==> src/design/kg_regfile_pkg.sv <==
package kg_regfile_pkg;

    // ------------------------------------------------------------
    // Bus and register geometry
    // ------------------------------------------------------------
    localparam int data_width  = 32;
    localparam int strb_width  = data_width / 8;
    localparam int addr_width  = 16;
    localparam int reg_count   = 32;

    // Register index sits in address bits 6 down to 2
    localparam int addr_lsb    = 2;
    localparam int index_width = 5;

    // ------------------------------------------------------------
    // AXI4-Lite channel payloads
    // ------------------------------------------------------------
    typedef enum logic [1:0] {
        OKAY   = 2'b00,
        EXOKAY = 2'b01,
        SLVERR = 2'b10,
        DECERR = 2'b11
    } axil_resp_e;

    typedef struct packed {
        logic [addr_width-1:0] addr;
    } axil_aw_t;

    typedef struct packed {
        logic [data_width-1:0] data;
        logic [strb_width-1:0] strb;
    } axil_w_t;

    typedef struct packed {
        logic [addr_width-1:0] addr;
    } axil_ar_t;

    typedef struct packed {
        logic [data_width-1:0] data;
        axil_resp_e            resp;
    } axil_r_t;

    // ------------------------------------------------------------
    // Internal bank request and exported command
    // ------------------------------------------------------------
    typedef struct packed {
        logic [index_width-1:0] index;
        logic [data_width-1:0]  data;
        logic [strb_width-1:0]  strb;
    } bank_wr_t;

    // Registers 0 to 3, register 0 in the top word
    typedef struct packed {
        logic [data_width-1:0] address_valid;
        logic [data_width-1:0] address;
        logic [data_width-1:0] data_valid;
        logic [data_width-1:0] data;
    } kg_cmd_t;

    typedef enum logic [1:0] {
        WR_IDLE,
        WR_ACCEPT,
        WR_RESP
    } wr_state_e;

    typedef enum logic [1:0] {
        RD_IDLE,
        RD_ACCEPT,
        RD_DATA
    } rd_state_e;

endpackage

==> src/design/axil_write_ctrl.sv <==
module axil_write_ctrl (
    input  logic                       clk,
    input  logic                       S_AXI_ARESETN,
    input  kg_regfile_pkg::axil_aw_t   aw,
    input  logic                       awvalid,
    output logic                       awready,
    input  kg_regfile_pkg::axil_w_t    w,
    input  logic                       wvalid,
    output logic                       wready,
    output kg_regfile_pkg::axil_resp_e bresp,
    output logic                       bvalid,
    input  logic                       bready,
    output logic                       wr_en,
    output kg_regfile_pkg::bank_wr_t   wr_req
);

    kg_regfile_pkg::wr_state_e state;
    kg_regfile_pkg::wr_state_e state_next;
    logic                      both_valid;

    // Address and data are taken together, never one without the other
    assign both_valid = awvalid && wvalid;

    // ------------------------------------------------------------
    // State machine
    // ------------------------------------------------------------
    always_comb
    begin
        state_next = state;
        case (state)
            kg_regfile_pkg::WR_IDLE:
            begin
                if (both_valid)
                    state_next = kg_regfile_pkg::WR_ACCEPT;
            end
            // Master holds both valids, so the transfer always completes here
            kg_regfile_pkg::WR_ACCEPT: state_next = kg_regfile_pkg::WR_RESP;
            kg_regfile_pkg::WR_RESP:
            begin
                if (bready)
                    state_next = kg_regfile_pkg::WR_IDLE;
            end
            default: state_next = kg_regfile_pkg::WR_IDLE;
        endcase
    end

    always_ff @(posedge clk)
    begin
        if (!S_AXI_ARESETN)
            state <= kg_regfile_pkg::WR_IDLE;
        else
            state <= state_next;
    end

    // Capture the request on the way out of idle
    always_ff @(posedge clk)
    begin
        if (state == kg_regfile_pkg::WR_IDLE && both_valid)
        begin
            wr_req.index <= aw.addr[kg_regfile_pkg::addr_lsb +: kg_regfile_pkg::index_width];
            wr_req.data  <= w.data;
            wr_req.strb  <= w.strb;
        end
    end

    // ------------------------------------------------------------
    // Handshake outputs
    // ------------------------------------------------------------
    assign awready = (state == kg_regfile_pkg::WR_ACCEPT);
    assign wready  = (state == kg_regfile_pkg::WR_ACCEPT);
    assign wr_en   = (state == kg_regfile_pkg::WR_ACCEPT);
    assign bvalid  = (state == kg_regfile_pkg::WR_RESP);
    assign bresp   = kg_regfile_pkg::OKAY;

endmodule

==> src/design/axil_read_ctrl.sv <==
module axil_read_ctrl (
    input  logic                                      clk,
    input  logic                                      S_AXI_ARESETN,
    input  kg_regfile_pkg::axil_ar_t                  ar,
    input  logic                                      arvalid,
    output logic                                      arready,
    output kg_regfile_pkg::axil_r_t                   r,
    output logic                                      rvalid,
    input  logic                                      rready,
    output logic                                      rd_en,
    output logic [kg_regfile_pkg::index_width-1:0]    rd_index,
    input  logic [kg_regfile_pkg::data_width-1:0]     rd_data
);

    kg_regfile_pkg::rd_state_e state;
    kg_regfile_pkg::rd_state_e state_next;

    // ------------------------------------------------------------
    // State machine
    // ------------------------------------------------------------
    always_comb
    begin
        state_next = state;
        case (state)
            kg_regfile_pkg::RD_IDLE:
            begin
                if (arvalid)
                    state_next = kg_regfile_pkg::RD_ACCEPT;
            end
            kg_regfile_pkg::RD_ACCEPT: state_next = kg_regfile_pkg::RD_DATA;
            // No new address is taken until the data has gone out
            kg_regfile_pkg::RD_DATA:
            begin
                if (rready)
                    state_next = kg_regfile_pkg::RD_IDLE;
            end
            default: state_next = kg_regfile_pkg::RD_IDLE;
        endcase
    end

    always_ff @(posedge clk)
    begin
        if (!S_AXI_ARESETN)
            state <= kg_regfile_pkg::RD_IDLE;
        else
            state <= state_next;
    end

    always_ff @(posedge clk)
    begin
        if (state == kg_regfile_pkg::RD_IDLE && arvalid)
            rd_index <= ar.addr[kg_regfile_pkg::addr_lsb +: kg_regfile_pkg::index_width];
    end

    // ------------------------------------------------------------
    // Handshake and read data
    // ------------------------------------------------------------
    assign arready = (state == kg_regfile_pkg::RD_ACCEPT);
    assign rd_en   = (state == kg_regfile_pkg::RD_ACCEPT);
    assign rvalid  = (state == kg_regfile_pkg::RD_DATA);

    // Bank holds rd_data between reads, so r is stable while rvalid waits
    assign r.data  = rd_data;
    assign r.resp  = kg_regfile_pkg::OKAY;

endmodule

==> src/design/kg_reg_bank.sv <==
module kg_reg_bank (
    input  logic                                      clk,
    input  logic                                      S_AXI_ARESETN,
    input  logic                                      wr_en,
    input  kg_regfile_pkg::bank_wr_t                  wr_req,
    input  logic                                      rd_en,
    input  logic [kg_regfile_pkg::index_width-1:0]    rd_index,
    output logic [kg_regfile_pkg::data_width-1:0]     rd_data,
    output kg_regfile_pkg::kg_cmd_t                   kg_cmd
);

    logic [kg_regfile_pkg::data_width-1:0] regs [kg_regfile_pkg::reg_count];

    // ------------------------------------------------------------
    // Register array with byte-strobe writes
    // ------------------------------------------------------------
    always_ff @(posedge clk)
    begin
        if (!S_AXI_ARESETN)
        begin
            for (int i = 0; i < kg_regfile_pkg::reg_count; i++)
            begin
                regs[i] <= '0;
            end
        end
        else if (wr_en)
        begin
            // Bytes without a strobe keep their old value
            for (int b = 0; b < kg_regfile_pkg::strb_width; b++)
            begin
                if (wr_req.strb[b])
                    regs[wr_req.index][b*8 +: 8] <= wr_req.data[b*8 +: 8];
            end
        end
    end

    // ------------------------------------------------------------
    // Registered read port
    // ------------------------------------------------------------
    always_ff @(posedge clk)
    begin
        if (!S_AXI_ARESETN)
            rd_data <= '0;
        else if (rd_en)
            rd_data <= regs[rd_index];
    end

    // Command export follows the first four registers
    assign kg_cmd.address_valid = regs[0];
    assign kg_cmd.address       = regs[1];
    assign kg_cmd.data_valid    = regs[2];
    assign kg_cmd.data          = regs[3];

endmodule

==> src/design/kg_regfile_top.sv <==
module kg_regfile_top (
    input  logic                       clk,
    input  logic                       S_AXI_ARESETN,
    input  kg_regfile_pkg::axil_aw_t   aw,
    input  logic                       awvalid,
    output logic                       awready,
    input  kg_regfile_pkg::axil_w_t    w,
    input  logic                       wvalid,
    output logic                       wready,
    output kg_regfile_pkg::axil_resp_e bresp,
    output logic                       bvalid,
    input  logic                       bready,
    input  kg_regfile_pkg::axil_ar_t   ar,
    input  logic                       arvalid,
    output logic                       arready,
    output kg_regfile_pkg::axil_r_t    r,
    output logic                       rvalid,
    input  logic                       rready,
    output kg_regfile_pkg::kg_cmd_t    kg_cmd
);

    // Between the controllers and the bank
    logic                                   wr_en;
    kg_regfile_pkg::bank_wr_t               wr_req;
    logic                                   rd_en;
    logic [kg_regfile_pkg::index_width-1:0] rd_index;
    logic [kg_regfile_pkg::data_width-1:0]  rd_data;

    axil_write_ctrl u_axil_write_ctrl (
        .clk           (clk),
        .S_AXI_ARESETN (S_AXI_ARESETN),
        .aw            (aw),
        .awvalid       (awvalid),
        .awready       (awready),
        .w             (w),
        .wvalid        (wvalid),
        .wready        (wready),
        .bresp         (bresp),
        .bvalid        (bvalid),
        .bready        (bready),
        .wr_en         (wr_en),
        .wr_req        (wr_req)
    );

    axil_read_ctrl u_axil_read_ctrl (
        .clk           (clk),
        .S_AXI_ARESETN (S_AXI_ARESETN),
        .ar            (ar),
        .arvalid       (arvalid),
        .arready       (arready),
        .r             (r),
        .rvalid        (rvalid),
        .rready        (rready),
        .rd_en         (rd_en),
        .rd_index      (rd_index),
        .rd_data       (rd_data)
    );

    kg_reg_bank u_kg_reg_bank (
        .clk           (clk),
        .S_AXI_ARESETN (S_AXI_ARESETN),
        .wr_en         (wr_en),
        .wr_req        (wr_req),
        .rd_en         (rd_en),
        .rd_index      (rd_index),
        .rd_data       (rd_data),
        .kg_cmd        (kg_cmd)
    );

endmodule

==> config.mk <==
export PLATFORM = sky130hd
export DESIGN_NAME = kg_regfile_top
export DESIGN_NICKNAME = d
export VERILOG_FILES = /design/src/design/kg_regfile_pkg.sv /design/src/design/axil_write_ctrl.sv /design/src/design/axil_read_ctrl.sv /design/src/design/kg_reg_bank.sv /design/src/design/kg_regfile_top.sv
export SDC_FILE = /design/constraint.sdc
export NUM_CORES = 2
export LEC_CHECK = 0
export BUFFER_PORTS_ARGS = -buffer_cell sky130_fd_sc_hd__buf_4
export CORE_MARGIN = 2
export CORE_UTILIZATION = 50
export CTS_BUF_LIST = sky130_fd_sc_hd__clkbuf_8
export DETAILED_ROUTE_END_ITERATION = 7
export GPL_TIMING_DRIVEN = 0
export PLACE_DENSITY = 0.67
export SETUP_SLACK_MARGIN = 0.15
export SLEW_MARGIN = 20
export SYNTH_ARGS = -nofsm -noshare
export SYNTH_HDL_FRONTEND = slang
export SYNTH_SLANG_ARGS = --single-unit
==> constraint.sdc <==
create_clock -name clk -period 5.04 [get_ports clk]
set_input_delay 0.504 -clock clk [delete_from_list [all_inputs] [get_ports clk]]
set_output_delay 0.504 -clock clk [all_outputs]
set_load 0.02 [all_outputs]
---- Word-level counts from Yosys, hierarchy flattened ----
Memories as Yosys holds them, arrays and structs flattened. A register that Yosys moved wholly into a read port is not among the register bits.
Cells that the tools add are included.
storage, ports and cells
  register bits ........................... 50
  memory bits (writable) .................. 1024
  input bits .............................. 75
  output and inout bits ................... 169
  logic and storage cells ................. 50
  memories kept ........................... 1
cells by class
  equality and inequality tests ........... 8
  muxes and demuxes ....................... 26
  reduce and logical (&&, ||, !) cells .... 9
memory list
  name                words  width  rd ports  clocked after Yosys merged registers in  wr ports  RTL line           RTL
  u_kg_reg_bank.regs  32     32     5         1                                        32        kg_reg_bank.sv:12  logic [kg_regfile_pkg::data_width-1:0] regs [kg_regfile_pkg::reg_count];
operator list
  kind                                                    count
  2-to-1 mux 32 bit                                       1
  OR reduction 32 bit                                     1
  2-to-1 mux 1 bit                                        17
  case mux 2 bit (3 select lines)                         2
  2-to-1 mux 2 bit                                        4
  inequality test 2 x 1 -> 1 bit (second input constant)  3
  2-to-1 mux 5 bit                                        1
  == test 2 x 1 -> 1 bit (second input constant)          2
  == test 2 bit (second input constant)                   2
  logical NOT 2 bit                                       2
  2-to-1 mux 4 bit                                        1
  AND reduction 2 bit                                     2
  logical AND 1 bit                                       3
  inequality test 2 bit (second input constant)           1
  logical NOT 1 bit                                       1

---- Longest topological paths before layout ----
  word-level depth ........................ 6
  gate-level depth with buffers ........... 8
  gate-level depth less buffers ........... 5

---- Modules after synthesis ----
A second synthesis with hierarchy kept.
second synthesis, totals
  cell total of the unflattened synthesis .. 3762
  area total of the unflattened synthesis .. 50683.6 sq um
by module, submodules not included
  module           instances  cells each  area each (sq um)  sequential area each (sq um)
  kg_reg_bank      1          3659        48821.8            31390.1
  axil_write_ctrl  1          54          1356.3             1271.2
  axil_read_ctrl   1          49          505.5              190.2

---- Least setup slack after synthesis ----
Ideal clock, no wire load.
  path kind ............................... input -> register
  start point ............................. input awvalid
  end point ............................... register u_axil_write_ctrl.wr_req[0] (netlist name)
  arrival time ............................ 3380 ps
  required time ........................... 4548 ps
  path slack .............................. 1168 ps
  stages on the path ...................... 2
  buffers on the path ..................... 0
  cells stage by stage .................... nand2_1 nor3_1
between the ends
  word-level cells in the longest chain between the ends .. 2
RTL lines
  element             RTL line               RTL
  start: declaration  kg_regfile_top.sv:5    input logic awvalid,
  logical AND 1 bit   axil_write_ctrl.sv:22  assign both_valid = awvalid && wvalid;
  logical AND 1 bit   axil_write_ctrl.sv:58  if (state == kg_regfile_pkg::WR_IDLE && both_valid)
Every way passes these cells.
A chain may end at the register's enable or synchronous reset.

---- Worst setup path after layout ----
  start point ............................. register u_axil_read_ctrl.state[0]
  end point ............................... output arready
between the ends
  word-level cells in the longest chain between the ends .. 1
RTL lines
  element                   RTL line              RTL
  start: declaration        axil_read_ctrl.sv:15  kg_regfile_pkg::rd_state_e state;
  start signal: assignment  axil_read_ctrl.sv:44  state <= kg_regfile_pkg::RD_IDLE;
  start signal: assignment  axil_read_ctrl.sv:46  state <= state_next;
  == test 2 x 1 -> 1 bit    axil_read_ctrl.sv:58  assign arready = (state == kg_regfile_pkg::RD_ACCEPT);
  end: declaration          kg_regfile_top.sv:15  output logic arready,
Every way passes these cells.

==> flow_summary.toml <==
[status]
outcome = "finished, final reports clean"

[floorplan]
start_util_pct = 50.4
ios = 244
die-area_sq_um = 103000
row_count = 116
die_y_microns = 321
die_w_microns = 321
core-area_sq_um = 100000

[worst_setup_path]
start_kind = "register"
crit_chain = "nor2b_1 > clkbuf_1 > clkbuf_1 > buf_4"
crit_path_frequent_cell = "clkbuf_1"
cp.arrival_ns = 3.62
cp_max_fo = 10
crit_path_max_incr_delay_ns = 0.83
timing.critical_path.required_ns = 4.54
timing_worst_setup_path_type = "reg2out"
crit_slowest_cell = "nor2b_1"
cp-end-kind = "output pin"

[timing]
report.final.slew_viol_count = 0
fin_skew_ns = 0.0373
setup_violations = 0
fin_crit_sh_pct = 81.8
tightest_slew_ns = 1.33
finalSetupTns_ns = 0
relSlewSlack_pct = 11.2
rsz0062_at_grt = "false"
clock.fmax_mhz = 243
min_period_ns = 4.12
hold_viol = 0

[route]
via_per_inst = 6.11
drcViolationCount = 0
drtIter0Drc = 4648
wire_per_inst_microns = 30.4
routed_wirelength_mm = 171
vias = 34448
ant_nets = 0
dr.pass1.iters = 7

[finish]
num-nets-final = 4266
multi_input_area_sq_um = 16200
final_layout_size_suffix_gt1_share_pct = 12.1
regArea_sq_um = 32900
most-common-layout-cells = "edfxtp_1 (1,070), and2_1 (1,029), mux2i_1 (512), buf_4 (261), a22oi_1 (256)"
final_common_cell = "edfxtp_1"
fillCellCount = 8120
synthToLayoutAreaGrowth_pct = 14.3
fin_cells = 5637
final_util_pct = 57.5

[power_and_ir_drop]
p_total_w = 0.0198
irDropWorstVdd_mv = 0.206
powerDensity_nw_per_um2 = 344
p_leak_nw = 22.3

[place]
gp_congestion = 0.936
dpl.hpwl_mm = 120
dpl.cell_count = 5257
io_buffer_count = 217

[synthesis]
seq_area_frac_synth_pct = 65.2
netlist_area_sq_um = 50400
ys_seq_elements = 1106
synthCells = 3730
synth.avg_cell_area_sq_um = 13.5
synthDistinctLibCells = 26
yosysWarnings = 0

[cts]
cts_tree = "yes"
post_cts_resized = 0
htree_levels = 4
cts_buffers = 182
cts_num_sinks = 1106
insertion_delay_ns = 0.89
path_clk_slew_ns = 0.06
root_buffer = "clkbuf_8"
clock_path_buffers = 3

[global_routing]
antenna_found_initial = 5
grt.overflow.total = 0
grt_pass1_wl_mm = 235
grt_pass1_vias = 32598
grt_start_max_net_pins = 17
track_usage_pct = 32.7

[min_path]
hp-class = "in2reg"

[flow_run]
drv_cap = 0
report_power, final:
group	total (W)	leakage (nW)	switching [W]	internal (W)
logic	0.00186	9.18	0.00130	0.000556
registers	0.0106	11.2	0.000151	0.0104
clock network	0.00741	1.91	0.00375	0.00365
total	0.0198	22.3	0.00521	0.0146
area by class of cell:
type / count / area share (%)
clock inverter: 138 / 1.28
tap: 1298 / 2.82
antenna: 7 / 0.0304
sequential: 1106 / 57.1
multi-input combinational: 2347 / 28.1
buffer: 280 / 2.44
timing repair buffer: 274 / 3.79
clock buffer: 187 / 4.47
flip-flops by register name, summed over array words and instances, names as in the netlist:
name                       flops
u_axil_read_ctrl.rd_index      5
u_axil_write_ctrl.wr_req      41
u_kg_reg_bank.regs          1024
u_axil_read_ctrl.state         2
u_axil_write_ctrl.state        2
u_kg_reg_bank.rd_data         32
kinds of logic (layout without fill, tap and decap cells):
| logic type | Yosys count | count (layout) | synth area share, % |
|---|---|---|---|
| flip-flops | 1106 | 1106 | 65.2 |
| multiplexers | 512 | 512 | 10.2 |
| AO/OA/AOI/OAI | 578 | 578 | 7.02 |
| other | 1 | 11 | 0.00744 |
| buffers and inverters | 280 | 879 | 2.76 |
| AND/OR/NAND/NOR | 1253 | 1253 | 14.8 |
Yosys cell counts (all sizes together):
cell / n / area share, %
edfxtp: 1070 / 64
and2: 1029 / 13
mux2i: 512 / 10
a22oi: 256 / 3.8
clkbuf: 212 / 1.6
a21oi: 160 / 1.6
o21ai: 160 / 1.6
nor2: 131 / 0.98
buf: 68 / 1.2
nand2: 39 / 0.29
dfxtp: 36 / 1.4
or4: 32 / 0.48
nor2b: 10 / 0.12
nor3b: 4 / 0.060
and3b: 2 / 0.035
nand2b: 2 / 0.025
nor3: 2 / 0.020
o21a: 2 / 0.030
and3: 1 / 0.012
conb: 1 / 0.0074
or2: 1 / 0.012
worst max-delay path, delay by kind of cell (launching register included):
family	cells	cell delay [ns]
flops	1	0.35
buf+inv	3	1.53
simple gates	1	0.83
metal layers:
metal	global-route usage [%]	routed length (microns)	share of wire, %	vias to the layer above
li1	-	-	-	14572
met4	15.0	7890	4.6	0
met3	10.8	21600	13	399
met1	43.0	65100	38	17190
met5	0	0	0	-
met2	49.3	76800	45	2287
what timing repair did:
item / CTS / global route
hold buffers: 48 / 0
buffers inserted: 0 / 0
endpoints found under the hold margin: 48 / 0
path summary, 6_finish.rpt:
path	slack [ns]	depth (start not counted)	from	end
max	0.92	4	u_axil_read_ctrl.state[0]$_SDFFE_PN0P_	arready
min reg2reg	0.55	2	u_kg_reg_bank.rd_data[26]$_SDFFE_PN0P_	u_kg_reg_bank.rd_data[26]$_SDFFE_PN0P_
min	0.08	3	wvalid	u_axil_write_ctrl.wr_req[9]$_DFFE_PP_
max reg2reg	1.14	6	u_axil_write_ctrl.state[0]$_SDFFE_PN0P_	u_kg_reg_bank.regs[2][17]$_SDFFCE_PN0P_
per-stage QoR:
| step | setup WS, ns | area (sq um) | hold slack [ns] |
|---|---|---|---|
| 2_1_floorplan | 1.17 | 50400 | 0.582 |
| 5_1_grt | 0.893 | 57500 | 0.0710 |
| 4_1_cts | 1.03 | 57500 | 0.0412 |
| 3_3_place_gp | -2.87 | 53600 | 0.530 |
| 3_5_place_dp | 1.24 | 53700 | 0.536 |
| 6_report | 0.919 | 57500 | 0.0809 |
No activity file was read; power rests on OpenSTA's default activity.
